===== src/hw/audio_pkg.sv =====
/*
 * audio sample and mixer package
 * widths and vector types of the sample playback path, plus mixer scaling constants
 */
package audio_pkg;

    localparam int SAMPLE_W = 8;
    localparam int VOL_W    = 7;
    localparam int WORD_W   = 16;
    localparam int ADDR_W   = 16;
    localparam int PERIOD_W = 15;           // clocks per sample minus one
    localparam int LEN_W    = 15;           // words per sample block minus one
    localparam int LEVEL_W  = 8;

    typedef logic signed [SAMPLE_W-1:0] sample_t;
    typedef logic [VOL_W-1:0]           vol_t;
    typedef logic [WORD_W-1:0]          word_t;     // two samples, high byte plays first
    typedef logic [ADDR_W-1:0]          addr_t;
    typedef logic [PERIOD_W-1:0]        period_t;
    typedef logic [LEN_W-1:0]           len_t;
    typedef logic [LEVEL_W-1:0]         level_t;    // unsigned, 0x80 is silence

    localparam int ACC_W     = 18;          // mix accumulator width
    localparam int VOL_SHIFT = 6;           // volume 64 is unity gain

    // clamp limits of the accumulated mix
    localparam int MIX_MIN = -128 * (1 << VOL_SHIFT);
    localparam int MIX_MAX = 127 * (1 << VOL_SHIFT);

    localparam level_t LEVEL_SILENCE = 8'h80;

endpackage


===== src/hw/audio_reg_pkg.sv =====
/*
 * audio register package
 * field codes and data layout of the host register write port
 */
package audio_reg_pkg;

    localparam int REG_DATA_W = 16;

    typedef logic [REG_DATA_W-1:0] reg_data_t;

    typedef enum logic [2:0] {
        FLD_CTRL   = 3'd0,      // enable, restart, tile
        FLD_VOL    = 3'd1,      // left 6:0, right 14:8
        FLD_PERIOD = 3'd2,
        FLD_START  = 3'd3,
        FLD_LEN    = 3'd4
    } reg_field_e;

    // FLD_CTRL bit positions
    localparam int CTRL_ENABLE  = 0;
    localparam int CTRL_RESTART = 1;
    localparam int CTRL_TILE    = 2;

endpackage


===== src/hw/audio_mix_if.sv =====
/*
 * audio mix link
 * carries the sample and volumes of the channel being mixed to the MAC
 */
interface audio_mix_if #(
    parameter int NCHAN = 4,
    localparam int CHAN_W = (NCHAN > 1) ? $clog2(NCHAN) : 1
);
    logic [CHAN_W-1:0]   mix_chan;      // scan position from the sequencer
    audio_pkg::sample_t  sample;
    audio_pkg::vol_t     vol_l;
    audio_pkg::vol_t     vol_r;

    modport chan_mp (input mix_chan, output sample, vol_l, vol_r);
    modport mac_mp  (input sample, vol_l, vol_r);

endinterface


===== src/hw/audio_channels.sv =====
/*
 * audio channel datapath
 * per-channel period and length counters, sample word buffers and sample selection,
 * plus the address of the channel being fetched and the sample of the channel being mixed
 */
module audio_channels #(
    parameter int NCHAN = 4,
    localparam int CHAN_W = (NCHAN > 1) ? $clog2(NCHAN) : 1
) (
    input  logic                                clk,
    input  logic                                reset_i,
    input  logic [NCHAN-1:0]                    enable_i,
    input  logic [NCHAN-1:0]                    restart_i,
    input  logic [NCHAN-1:0]                    tile_i,
    input  audio_pkg::vol_t [NCHAN-1:0]         vol_l_i,
    input  audio_pkg::vol_t [NCHAN-1:0]         vol_r_i,
    input  audio_pkg::period_t [NCHAN-1:0]      period_i,
    input  audio_pkg::addr_t [NCHAN-1:0]        start_i,
    input  audio_pkg::len_t [NCHAN-1:0]         len_i,
    input  logic [CHAN_W-1:0]                   fetch_chan_i,
    output logic                                fetch_need_o,
    input  logic                                word_load_i,
    input  audio_pkg::word_t                    mem_word_i,
    output audio_pkg::addr_t                    mem_addr_o,
    output logic                                mem_tile_o,
    output logic [NCHAN-1:0]                    reload_o,
    audio_mix_if.chan_mp                        mix
);

    localparam int PW = audio_pkg::PERIOD_W;
    localparam int LW = audio_pkg::LEN_W;

    logic [NCHAN-1:0][PW:0]         period_cnt;     // top bit is the underflow flag
    logic [NCHAN-1:0][LW:0]         len_cnt;        // top bit forces a reload
    logic [NCHAN-1:0][LW:0]         len_next;
    audio_pkg::addr_t [NCHAN-1:0]   addr;
    audio_pkg::word_t [NCHAN-1:0]   buf_word;
    audio_pkg::sample_t [NCHAN-1:0] val;            // sample currently playing
    logic [NCHAN-1:0]               tile;
    logic [NCHAN-1:0]               buf_ok;         // buffer holds an unplayed word
    logic [NCHAN-1:0]               second;         // next step plays the low byte
    logic [NCHAN-1:0]               need;           // waiting for a fetch
    logic [NCHAN-1:0]               step;

    always_comb begin
        for (int i = 0; i < NCHAN; i++) begin
            step[i]     = period_cnt[i][PW];
            len_next[i] = len_cnt[i] - 1'b1;
        end
    end

    always_ff @(posedge clk) begin
        if (reset_i) begin
            period_cnt <= '0;
            len_cnt    <= '0;
            addr       <= '0;
            buf_word   <= '0;
            tile       <= '0;
            buf_ok     <= '0;
            second     <= '0;
            need       <= '0;
            reload_o   <= '0;
        end else begin
            for (int i = 0; i < NCHAN; i++) begin
                reload_o[i]   <= 1'b0;
                period_cnt[i] <= period_cnt[i] - 1'b1;

                if (step[i]) begin
                    period_cnt[i] <= {1'b0, period_i[i]} - 1'b1;   // step cycle counts too
                    if (!second[i]) begin
                        second[i] <= 1'b1;
                    end else if (buf_ok[i] || (len_cnt[i][LW] && !need[i])) begin
                        // word used up, fetch the next one
                        second[i] <= 1'b0;
                        buf_ok[i] <= 1'b0;
                        need[i]   <= 1'b1;
                        if (len_cnt[i][LW] || len_next[i][LW]) begin
                            addr[i]     <= start_i[i];
                            tile[i]     <= tile_i[i];
                            len_cnt[i]  <= {1'b0, len_i[i]};
                            reload_o[i] <= 1'b1;
                        end else begin
                            addr[i]    <= addr[i] + 1'b1;
                            len_cnt[i] <= len_next[i];
                        end
                    end
                    // an empty buffer here is an underrun, retried on the next step
                end

                if (word_load_i && fetch_chan_i == CHAN_W'(i)) begin
                    buf_word[i] <= mem_word_i;
                    buf_ok[i]   <= 1'b1;
                    need[i]     <= 1'b0;
                end

                if (restart_i[i]) begin
                    len_cnt[i][LW]    <= 1'b1;      // reload start, tile and length
                    period_cnt[i][PW] <= 1'b1;      // expire period next cycle
                    second[i]         <= 1'b1;
                end

                if (!enable_i[i]) begin
                    len_cnt[i][LW]    <= 1'b1;
                    period_cnt[i][PW] <= 1'b1;
                    second[i]         <= 1'b0;
                    need[i]           <= 1'b0;      // idle channel never requests
                end
            end
        end
    end

    // playing sample, silent while disabled
    always_ff @(posedge clk) begin
        for (int i = 0; i < NCHAN; i++) begin
            if (!enable_i[i]) begin
                val[i] <= '0;
            end else if (step[i]) begin
                val[i] <= second[i] ? buf_word[i][7:0] : buf_word[i][15:8];
            end
        end
    end

    assign fetch_need_o = need[fetch_chan_i];
    assign mem_addr_o   = addr[fetch_chan_i];
    assign mem_tile_o   = tile[fetch_chan_i];

    assign mix.sample = val[mix.mix_chan];
    assign mix.vol_l  = vol_l_i[mix.mix_chan];
    assign mix.vol_r  = vol_r_i[mix.mix_chan];

    // the sequencer only loads channels that asked for a word
    a_no_overrun: assert property (@(posedge clk) disable iff (reset_i)
        word_load_i |-> !buf_ok[fetch_chan_i])
        else $error("audio_channels: word loaded into full buffer of channel %0d",
                    fetch_chan_i);

endmodule


===== src/hw/audio_dac.sv =====
/*
 * audio PDM DAC
 * first-order delta-sigma modulator, carry of the error accumulator is the pulse
 */
module audio_dac (
    input  logic                clk,
    input  logic                reset_i,
    input  audio_pkg::level_t   level_i,
    output logic                pdm_o
);

    audio_pkg::level_t            err_q;
    logic [audio_pkg::LEVEL_W:0]  sum;

    assign sum = {1'b0, err_q} + {1'b0, level_i};

    always_ff @(posedge clk) begin
        if (reset_i) begin
            err_q <= '0;
            pdm_o <= 1'b0;
        end else begin
            err_q <= sum[audio_pkg::LEVEL_W-1:0];   // residue feeds back
            pdm_o <= sum[audio_pkg::LEVEL_W];
        end
    end

endmodule


===== src/hw/audio_mac.sv =====
/*
 * audio mix MAC
 * weights each channel by its volumes, sums a full scan, then clamps to DAC levels
 */
module audio_mac #(
    parameter int NCHAN = 4
) (
    input  logic                clk,
    input  logic                reset_i,
    audio_mix_if.mac_mp         mix,
    input  logic                mix_first_i,
    output audio_pkg::level_t   level_l_o,
    output audio_pkg::level_t   level_r_o
);

    typedef logic signed [audio_pkg::ACC_W-1:0] acc_t;

    audio_pkg::sample_t sample_q;
    audio_pkg::vol_t    vol_l_q;
    audio_pkg::vol_t    vol_r_q;
    acc_t               prod_l;
    acc_t               prod_r;
    acc_t               acc_l;
    acc_t               acc_r;
    logic               accum_q;            // follows the sequencer MULT/ACCUM phase

    function automatic audio_pkg::level_t to_level(input acc_t a);
        if (a < acc_t'(audio_pkg::MIX_MIN)) begin
            return 8'h00;
        end else if (a > acc_t'(audio_pkg::MIX_MAX)) begin
            return 8'hFF;
        end
        return a[audio_pkg::VOL_SHIFT +: 8] ^ 8'h80;    // signed to offset binary
    endfunction

    assign prod_l = acc_t'(sample_q) * acc_t'($signed({1'b0, vol_l_q}));
    assign prod_r = acc_t'(sample_q) * acc_t'($signed({1'b0, vol_r_q}));

    always_ff @(posedge clk) begin
        if (!accum_q) begin
            sample_q <= mix.sample;
            vol_l_q  <= mix.vol_l;
            vol_r_q  <= mix.vol_r;
        end
    end

    always_ff @(posedge clk) begin
        if (reset_i) begin
            accum_q   <= 1'b0;
            acc_l     <= '0;
            acc_r     <= '0;
            level_l_o <= audio_pkg::LEVEL_SILENCE;
            level_r_o <= audio_pkg::LEVEL_SILENCE;
        end else if (!accum_q) begin
            accum_q <= 1'b1;
            if (mix_first_i) begin      // previous scan complete
                level_l_o <= to_level(acc_l);
                level_r_o <= to_level(acc_r);
                acc_l     <= '0;
                acc_r     <= '0;
            end
        end else begin
            accum_q <= 1'b0;
            acc_l   <= acc_l + prod_l;
            acc_r   <= acc_r + prod_r;
        end
    end

endmodule


===== src/hw/audio_regs.sv =====
/*
 * audio channel registers
 * decodes host writes into per-channel settings, restart is a one cycle pulse
 */
module audio_regs #(
    parameter int NCHAN = 4,
    localparam int CHAN_W = (NCHAN > 1) ? $clog2(NCHAN) : 1
) (
    input  logic                                clk,
    input  logic                                reset_i,
    input  logic                                reg_wr_i,
    input  logic [CHAN_W-1:0]                   reg_chan_i,
    input  audio_reg_pkg::reg_field_e           reg_field_i,
    input  audio_reg_pkg::reg_data_t            reg_data_i,
    output logic [NCHAN-1:0]                    enable_o,
    output logic [NCHAN-1:0]                    restart_o,
    output logic [NCHAN-1:0]                    tile_o,
    output audio_pkg::vol_t [NCHAN-1:0]         vol_l_o,
    output audio_pkg::vol_t [NCHAN-1:0]         vol_r_o,
    output audio_pkg::period_t [NCHAN-1:0]      period_o,
    output audio_pkg::addr_t [NCHAN-1:0]        start_o,
    output audio_pkg::len_t [NCHAN-1:0]         len_o
);

    always_ff @(posedge clk) begin
        if (reset_i) begin
            enable_o  <= '0;
            restart_o <= '0;
            tile_o    <= '0;
            vol_l_o   <= '0;
            vol_r_o   <= '0;
            period_o  <= '0;
            start_o   <= '0;
            len_o     <= '0;
        end else begin
            restart_o <= '0;                    // pulse lasts one cycle
            if (reg_wr_i) begin
                case (reg_field_i)
                    audio_reg_pkg::FLD_CTRL: begin
                        enable_o[reg_chan_i]  <= reg_data_i[audio_reg_pkg::CTRL_ENABLE];
                        restart_o[reg_chan_i] <= reg_data_i[audio_reg_pkg::CTRL_RESTART];
                        tile_o[reg_chan_i]    <= reg_data_i[audio_reg_pkg::CTRL_TILE];
                    end
                    audio_reg_pkg::FLD_VOL: begin
                        vol_l_o[reg_chan_i] <= reg_data_i[6:0];
                        vol_r_o[reg_chan_i] <= reg_data_i[14:8];
                    end
                    audio_reg_pkg::FLD_PERIOD: period_o[reg_chan_i] <= reg_data_i[14:0];
                    audio_reg_pkg::FLD_START:  start_o[reg_chan_i]  <= reg_data_i;
                    audio_reg_pkg::FLD_LEN:    len_o[reg_chan_i]    <= reg_data_i[14:0];
                    default: ;                  // unused codes are ignored
                endcase
            end
        end
    end

    // host must address an existing channel
    a_chan_range: assert property (@(posedge clk) disable iff (reset_i)
        reg_wr_i |-> (int'(reg_chan_i) < NCHAN))
        else $error("audio_regs: write to channel %0d of %0d", reg_chan_i, NCHAN);

endmodule


===== src/hw/audio_seq.sv =====
/*
 * audio sequencer
 * round-robin memory fetch FSM and the two-phase mix channel scan
 */
module audio_seq #(
    parameter int NCHAN = 4,
    localparam int CHAN_W = (NCHAN > 1) ? $clog2(NCHAN) : 1
) (
    input  logic                clk,
    input  logic                reset_i,
    output logic                mem_req_o,
    input  logic                mem_ack_i,
    output logic [CHAN_W-1:0]   fetch_chan_o,
    input  logic                fetch_need_i,
    output logic                word_load_o,
    output logic [CHAN_W-1:0]   mix_chan_o,
    output logic                mix_first_o
);

    typedef enum logic {F_ISSUE, F_WAIT} fetch_st_e;
    typedef enum logic {M_MULT, M_ACCUM} mix_st_e;

    fetch_st_e fetch_st;
    mix_st_e   mix_st;

    function automatic logic [CHAN_W-1:0] next_chan(input logic [CHAN_W-1:0] c);
        return (c == CHAN_W'(NCHAN - 1)) ? '0 : c + 1'b1;
    endfunction

    assign word_load_o = (fetch_st == F_WAIT) && mem_req_o && mem_ack_i;   // word valid with ack
    assign mix_first_o = (mix_st == M_MULT) && (mix_chan_o == '0);

    always_ff @(posedge clk) begin
        if (reset_i) begin
            fetch_st     <= F_ISSUE;
            mem_req_o    <= 1'b0;
            fetch_chan_o <= '0;
        end else begin
            case (fetch_st)
                F_ISSUE: begin
                    mem_req_o <= fetch_need_i;
                    fetch_st  <= F_WAIT;
                end
                F_WAIT: begin
                    // no request made, or the arbiter answered
                    if (!mem_req_o || mem_ack_i) begin
                        mem_req_o    <= 1'b0;
                        fetch_chan_o <= next_chan(fetch_chan_o);
                        fetch_st     <= F_ISSUE;
                    end
                end
                default: fetch_st <= F_ISSUE;
            endcase
        end
    end

    always_ff @(posedge clk) begin
        if (reset_i) begin
            mix_st     <= M_MULT;
            mix_chan_o <= '0;
        end else if (mix_st == M_MULT) begin
            mix_st <= M_ACCUM;
        end else begin
            mix_chan_o <= next_chan(mix_chan_o);
            mix_st     <= M_MULT;
        end
    end

    // the fetched channel, and so the memory address, holds until ack
    a_req_stable: assert property (@(posedge clk) disable iff (reset_i)
        (fetch_st == F_WAIT && mem_req_o && !mem_ack_i) |=> $stable(fetch_chan_o) && mem_req_o)
        else $error("audio_seq: fetch channel moved while request pending");

endmodule


===== src/hw/audio_top.sv =====
/*
 * audio playback subsystem top
 * host registers, sample fetch, channel mix and two PDM outputs
 */
module audio_top #(
    parameter int NCHAN = 4,
    localparam int CHAN_W = (NCHAN > 1) ? $clog2(NCHAN) : 1
) (
    input  logic                        clk,
    input  logic                        reset_i,
    input  logic                        reg_wr_i,
    input  logic [CHAN_W-1:0]           reg_chan_i,
    input  audio_reg_pkg::reg_field_e   reg_field_i,
    input  audio_reg_pkg::reg_data_t    reg_data_i,
    output logic                        mem_req_o,
    output logic                        mem_tile_o,
    output audio_pkg::addr_t            mem_addr_o,
    input  logic                        mem_ack_i,
    input  audio_pkg::word_t            mem_word_i,
    output logic [NCHAN-1:0]            reload_o,
    output logic                        pdm_l_o,
    output logic                        pdm_r_o
);

    logic [NCHAN-1:0]               enable;
    logic [NCHAN-1:0]               restart;
    logic [NCHAN-1:0]               tile;
    audio_pkg::vol_t [NCHAN-1:0]    vol_l;
    audio_pkg::vol_t [NCHAN-1:0]    vol_r;
    audio_pkg::period_t [NCHAN-1:0] period;
    audio_pkg::addr_t [NCHAN-1:0]   start;
    audio_pkg::len_t [NCHAN-1:0]    len;
    logic [CHAN_W-1:0]              fetch_chan;
    logic                           fetch_need;
    logic                           word_load;
    logic                           mix_first;
    audio_pkg::level_t              level_l;
    audio_pkg::level_t              level_r;

    audio_mix_if #(.NCHAN(NCHAN)) mix ();

    audio_regs #(.NCHAN(NCHAN)) u_regs (
        .clk, .reset_i, .reg_wr_i, .reg_chan_i, .reg_field_i, .reg_data_i,
        .enable_o(enable), .restart_o(restart), .tile_o(tile), .vol_l_o(vol_l),
        .vol_r_o(vol_r), .period_o(period), .start_o(start), .len_o(len)
    );

    audio_channels #(.NCHAN(NCHAN)) u_channels (
        .clk, .reset_i,
        .enable_i(enable), .restart_i(restart), .tile_i(tile), .vol_l_i(vol_l),
        .vol_r_i(vol_r), .period_i(period), .start_i(start), .len_i(len),
        .fetch_chan_i(fetch_chan), .fetch_need_o(fetch_need), .word_load_i(word_load),
        .mem_word_i, .mem_addr_o, .mem_tile_o, .reload_o, .mix(mix.chan_mp)
    );

    audio_seq #(.NCHAN(NCHAN)) u_seq (
        .clk, .reset_i, .mem_req_o, .mem_ack_i,
        .fetch_chan_o(fetch_chan), .fetch_need_i(fetch_need), .word_load_o(word_load),
        .mix_chan_o(mix.mix_chan), .mix_first_o(mix_first)
    );

    audio_mac #(.NCHAN(NCHAN)) u_mac (
        .clk, .reset_i, .mix(mix.mac_mp), .mix_first_i(mix_first),
        .level_l_o(level_l), .level_r_o(level_r)
    );

    audio_dac u_dac_l (.clk, .reset_i, .level_i(level_l), .pdm_o(pdm_l_o));
    audio_dac u_dac_r (.clk, .reset_i, .level_i(level_r), .pdm_o(pdm_r_o));

endmodule


===== config.mk =====
export PLATFORM = sky130hd
export DESIGN_NAME = audio_top
export DESIGN_NICKNAME = d
export VERILOG_FILES = /design/src/hw/audio_pkg.sv /design/src/hw/audio_reg_pkg.sv /design/src/hw/audio_mix_if.sv /design/src/hw/audio_channels.sv /design/src/hw/audio_dac.sv /design/src/hw/audio_mac.sv /design/src/hw/audio_regs.sv /design/src/hw/audio_seq.sv /design/src/hw/audio_top.sv
export SDC_FILE = /design/constraint.sdc
export NUM_CORES = 2
export LEC_CHECK = 0
export BUFFER_PORTS_ARGS = -buffer_cell sky130_fd_sc_hd__buf_4
export CAP_MARGIN = 20
export CORE_MARGIN = 2
export CORE_UTILIZATION = 64
export CTS_CLUSTER_DIAMETER = 150
export DETAILED_ROUTE_END_ITERATION = 8
export PLACE_DENSITY = 0.82
export SETUP_SLACK_MARGIN = 0.02
export SKIP_LAST_GASP = 1
export SLEW_MARGIN = 25
export SYNTH_ARGS = -nofsm -noshare
export SYNTH_HDL_FRONTEND = slang
export SYNTH_SLANG_ARGS = --single-unit

===== constraint.sdc =====
create_clock -name clk -period 7.8 [get_ports clk]
set_input_delay 0.78 -clock clk [delete_from_list [all_inputs] [get_ports clk]]
set_output_delay 0.78 -clock clk [all_outputs]
set_load 0.01 [all_outputs]

**After elaboration in Yosys (flattened, before gate mapping)**

Cells that the tools add are included.

- Register bits: 660
- Word-level logic and storage cells: 377
- Output and inout port bits: 24
- Input port bits: 41

- $mul: 2
- Equality and inequality tests: 21
- $add $sub $neg: 22
- Reductions and logical operators: 82
- Bitwise gates (word level): 24
- Magnitude comparators: 8
- Muxes and demuxes: 134

Operators by type and width:

| cell | number |
|---|---|
| $mux 16 | 26 |
| $sub 16x1->16 const B | 8 |
| $bwmux 60 | 2 |
| $mux 8 | 11 |
| $mux 1 | 69 |
| $add 16x1->16 const B | 4 |
| $bwmux 64 | 1 |
| $sub 15x1->16 const B | 4 |
| $bwmux 28 | 2 |
| $mux 18 | 3 |
| $add 18x18->18 | 2 |
| $gt 18x14->1 const B | 2 |
| $lt 18x14->1 const B | 2 |
| $ne 3x2->1 const B | 12 |
| $reduce_and 3->1 | 12 |
| $reduce_bool 2->1 | 17 |
| $bmux 16 s2 | 1 |
| $demux 16 s2 | 1 |
| $mul 8x8->16 | 2 |
| $demux 15 s2 | 1 |
| $bmux 7 s2 | 2 |
| $not 1->1 | 23 |
| $mux 7 | 3 |
| $add 8x8->9 | 2 |
| 28 further kinds | 81 |

**Logic depth before layout (Yosys ltp)**

- Word-level depth: 8
- Mapped depth: 26
- Gate-level depth less buffers: 25

**Modules after synthesis**

From an unflattened synthesis, not the netlist that was laid out.

- Cells, all modules: 4060
- Area, all modules: 37389.6 µm²

By module, submodules not included:

| module | cells each | area each (µm²) | instances | seq. area each (µm²) |
|---|---|---|---|---|
| audio_channels | 2068 | 17287.8 | 1 | 6165.9 |
| audio_regs | 884 | 9862.0 | 1 | 5044.8 |
| audio_mac | 959 | 8784.7 | 1 | 1721.7 |
| audio_dac | 58 | 575.6 | 2 | 180.2 |
| audio_seq | 33 | 304.0 | 1 | 140.1 |

**Least setup slack after synthesis**

OpenSTA, ideal clock, no wires.

- Path kind: flip-flop to flip-flop
- Start point: register u_mac.sample_q[1]
- End point: register u_mac.acc_l[17]
- Period minus slack after synthesis: 5.864 ns
- Data arrival time: 5.789 ns
- Setup time: 0.075 ns
- Cell stages (with the launch flop): 24
- Path buffers: 1
- Required time: 7.725 ns
- Path slack: 1.936 ns
- Cells stage by stage: edfxtp_1 > clkbuf_1 > and2_1 > fa_1 > fa_1 > inv_1 > fa_1 > fa_1 > inv_1 > ha_1 > nor2b_1 > o21a_1 > a21bo_1 > a21oi_1 > xnor2_1 > ha_1 > a21o_1 > a2111o_1 > a221oi_1 > o21ai_1 > o31ai_1 > xor2_1 > a21oi_1 > o22ai_1

- Word-level cells in the longest chain between the ends: 3

RTL lines:

| what | RTL line | text |
|---|---|---|
| start: declaration | audio_mac.sv:18 | `audio_pkg::sample_t sample_q;` |
| start signal: assignment | audio_mac.sv:41 | `sample_q <= mix.sample;` |
| $mul 8x8->16 | audio_mac.sv:36 | `assign prod_l = acc_t'(sample_q) * acc_t'($signed({1'b0, vol_l_q}));` |
| $add 18x18->18 | audio_mac.sv:64 | `acc_l <= acc_l + prod_l;` |
| $mux 18 | audio_mac.sv:54 | `end else if (!accum_q) begin` |
| end signal: assignment | audio_mac.sv:64 |  |
| end: declaration | audio_mac.sv:23 | `acc_t acc_l;` |

Every way passes these cells.
A chain may end at the register's enable or synchronous reset.

**Worst setup path in the final report**

- Start point: register u_mac.sample_q[3]
- End point: register u_mac.acc_l[17]

Same word-level chain as after synthesis.

==> results.md <==
- TritonCTS built the clock tree.
- The worst slew margin relative to its limit is 0.319.
- Measured along the y axis, the die boundary spans 238 µm.
- TritonCTS created 70 clock buffers.
- The net count of the finished layout is 4433.
- The via count of the first global-routing pass is 28100.
- The category of the most critical setup path is flip-flop to flip-flop.
- The required time reported for the critical path endpoint is 8340 ps.
- CTS placed an instance of clkbuf_16 at the clock tree root.
- After clock tree synthesis, the repair step resized 0 gates.
- The clock reaches the later pin of the worst-skew pair after 620 ps.
- The number of design rule violations left after detail routing is 0.
- Hold timing on the final database bottoms out at a slack of 442 ps.
- Power comes to 8.27 mW.
- The detailed router's first-iteration violation count is 2666.
- Of the cells placed in the final design, the portion with a size suffix greater than 1 is 0.0689.
- 65 I/O pins were placed.
- The first detailed-routing pass ran for 6 iterations.
- The kind of capture point of the worst setup path is a flip-flop.
- The area share of the largest cell type after synthesis is 0.366.
- The worst hold path begins at mem_word_i[6].
- In this run the mean area of a mapped cell was 8.19 µm².
- The capturing point of the worst reg2reg path is u_mac.acc_l[17].
- Synthesis produced 4264 cells.
- The sum of overflow across all layers after global routing is 0.
- Setup repair after global routing left no endpoint under its margin.
- Max-cap violations in this run came to 0.
- The diode insertion count for antenna repair is 0.
- The combined area of all synthesized cells is 34900 µm².
- The most common flop cell mapped by yosys is dfxtp_1.
- The total wirelength of the detailed-routed design is 86400 µm.
- The routed layout has 29500 vias.
- After detailed routing, the met2 layer carries 41700 µm of wire.
- In the final routed layout, each cell accounts on average for 17.6 µm.
- The maximum number of pins on one net before global-route repair is 223.
- The synthesized flop and latch total is 660.
- The count of final max-slew check failures is 0.
- The routed design uses 5830 µm of met3 wire.
- In this run the deepest clock path goes through 3 buffers.
- The wire length on met1 is 36200 µm.
- The level count of the clock H-tree is 3.
- The signal arrival time at the worst endpoint is 6840 ps.
- At the pin with the least slew margin, the transition time is 1020 ps.
- The endpoint with the worst hold slack is u_channels.buf_word[54].
- The clock arrives with 23.9 ps of skew.
- The clock period could shrink to 6300 ps.
- The wire-length estimate of the detail-placed layout is 56300 µm.
- The number of distinct library cells after synthesis is 72.
- The worst setup path is launched from a flip-flop.
- The number of standard-cell rows in the floorplan is 85.
- The post-CTS setup buffer count is 0.
- The initial cell density of the core is 0.648.
- Derived from the worst setup path, the maximum achievable clock frequency is 0.159 GHz.
- The share of the Yosys chip area taken by registers is 0.385.
- The summed negative setup slack over all endpoints is 0 ps.
- Synthesis produced a netlist with a net count of 4541.
- The count of flip-flops with a built-in enable after synthesis is 22.
- The share of async-settable or async-resettable flops after synthesis is 0.
- The reg2reg setup slack is 1500 ps.
- Using the TritonRoute via totals, the vias-per-cell ratio works out to 6.01.
- The global-route usage over all layers is 0.304.
- The topmost layer with routed signal wires is met4.
- In this run the worst path has a maximum fanout of 14.
- IR analysis of the VDD net gives a maximum drop of 0.192 mV.
- Once detail routing completed, the nets flagged for antenna violations numbered 0.
- The setup violation total in the final timing report is 0.
- The reg-to-reg startpoint is u_mac.sample_q[3].
- At the end of routability-driven placement, the weighted congestion stood at 0.886.
- The total area inside the core boundary comes to 53900 µm².
- The number of synthesis warnings is 0.
- The count of final hold-check violations is 0.
- The floorplan die area is 56500 µm².
- The post-synthesis cell type with the largest combined area is dfxtp_1.
- The run finished with clean final reports.
- The initial antenna violation count is 0.
- The library cells used most frequently in the layout, excluding fill and tap cells, are nand2_1, dfxtp_1, a21oi_1, nor2_1, inv_1.
- Leaving out fill and tap cells, the most frequent cell in the layout is nand2_1.
- In this run the power density over the cells is 217 nW/µm².
- For this design the static power due to leakage is 14.8 nW.
- The area added between synthesis and finish is 9.04%.
- Measured along the x axis, the die boundary spans 238 µm.
- The first global-routing pass estimated 140000 µm of wire.
- The number of port buffers is 64.
- The pre-CTS setup slack is 1530 ps.
- Setup slack on the critical path of the routed design comes to 1500 ps.
- The final core utilization is 0.706.
- The kind of path behind the tightest hold check is input pin to flip-flop.
- Counting instances, the worst hold path has a depth of 3.
- After clock tree synthesis, the clock-pin slew on the worst setup and hold paths is 60 ps.
- The fraction of the cycle the final worst path needs is 0.807.
- Sorting the synthesized cells by area gives the leading types as dfxtp_1, nand2_1, a21oi_1.
- CTS saw 660 sinks.
- The worst register-to-register path has a depth of 23.
- Buffers inserted to repair hold after CTS numbered 0.
sequential cells by signal (all words and copies together) (netlist names), 7 cells and up:
signal                 count
u_regs.period_o           60
u_mac.acc_l               18
u_channels.addr           64
u_channels.val            32
u_mac.level_l_o            8
u_mac.level_r_o            8
u_channels.period_cnt     64
u_dac_l.err_q              8
u_mac.vol_r_q              7
u_mac.acc_r               18
u_regs.vol_r_o            28
u_mac.sample_q             8
u_channels.len_cnt        64
u_regs.start_o            64
u_dac_r.err_q              8
u_regs.len_o              60
u_regs.vol_l_o            28
u_channels.buf_word       64
u_mac.vol_l_q              7
through the flow:
stage | cells | area [µm²]
final | 4908 | 38100
after global routing | 4908 | 38100
after CTS | 4907 | 38000
after detailed placement | 4779 | 35500
after global placement | 4779 | 35500
after floorplan | 4264 | 34900
Yosys cell counts (all sizes together), types with 11 or more instances:
library cell  number
a21o              21
clkbuf           252
xnor2             79
or3               11
nand4             25
a211oi            64
o211ai            12
nand2b            25
o211a             33
fa                96
and2             108
a22o              11
and3              29
or2               11
inv              219
nor2             328
mux2i             97
ha               140
dfxtp            638
o21ai            148
nor3              85
nor3b             20
nor4              14
o21bai            14
edfxtp            22
a21oi            538
nor2b             35
o22ai             30
mux4              40
o21a              14
xor2              41
a22oi             50
nand3             71
buf               18
o2bb2ai           12
nand2            838
how the worst max path moves through the flow:
stage                                 start              end  slack [ps]
final                     u_mac.sample_q[3]  u_mac.acc_l[17]        1500
after CTS                 u_mac.sample_q[3]  u_mac.acc_l[17]        1460
after global routing      u_mac.sample_q[7]  u_mac.acc_l[17]        1100
after global placement    u_mac.sample_q[3]  u_mac.acc_l[17]        1670
after floorplan           u_mac.sample_q[1]  u_mac.acc_l[17]        1940
after detailed placement  u_mac.sample_q[3]  u_mac.acc_l[17]        1530
critical path: stages, from the launching register on:
cell,delay (ps)
edfxtp_1,560
and2_1,230
fa_1,530
inv_1,50
fa_1,490
inv_1,60
fa_1,530
inv_1,50
fa_1,530
inv_1,40
ha_1,320
o21ai_0,150
o21ai_1,110
a31oi_1,340
xnor2_1,120
ha_1,370
and4_1,240
a2111o_1,390
a221oi_1,260
o21ai_1,140
o31ai_1,250
xor2_1,210
a21oi_1,90
o22ai_1,150
power by group:
part	switching [mW]	total (mW)	internal, mW
Combinational	0.652	1.09	0.441
Sequential	0.0969	3.60	3.50
Clock	1.42	3.58	2.15
routing by layer:
metal	track usage	up-vias
met1	0.391	14000
met5	0	-
met4	0.112	0
li1	-	14300
met2	0.520	1012
met3	0.0438	167
logic make-up (layout without fill, tap and decap cells):
kind of cell	Yosys count	after routing	synth area share
buffers and inverters	491	439	0.0531
AOI/OAI and AO/OA	995	995	0.168
DFF	660	660	0.385
adders and majority gates	236	236	0.105
xor gates and xnor gates	120	120	0.0301
muxes	138	138	0.0539
and+or+nand+nor	1624	1624	0.205
cell type report:
cell class / instances / area [µm²]
clock buffers: 104 / 2100
flip-flops and latches: 660 / 13400
fillers: 4083 / 15800
clock inverters: 24 / 402
well taps: 696 / 871
multi-input cells: 3113 / 19700
inverters: 221 / 830
repair buffers: 90 / 716
Power figures use the tool's default switching activity.
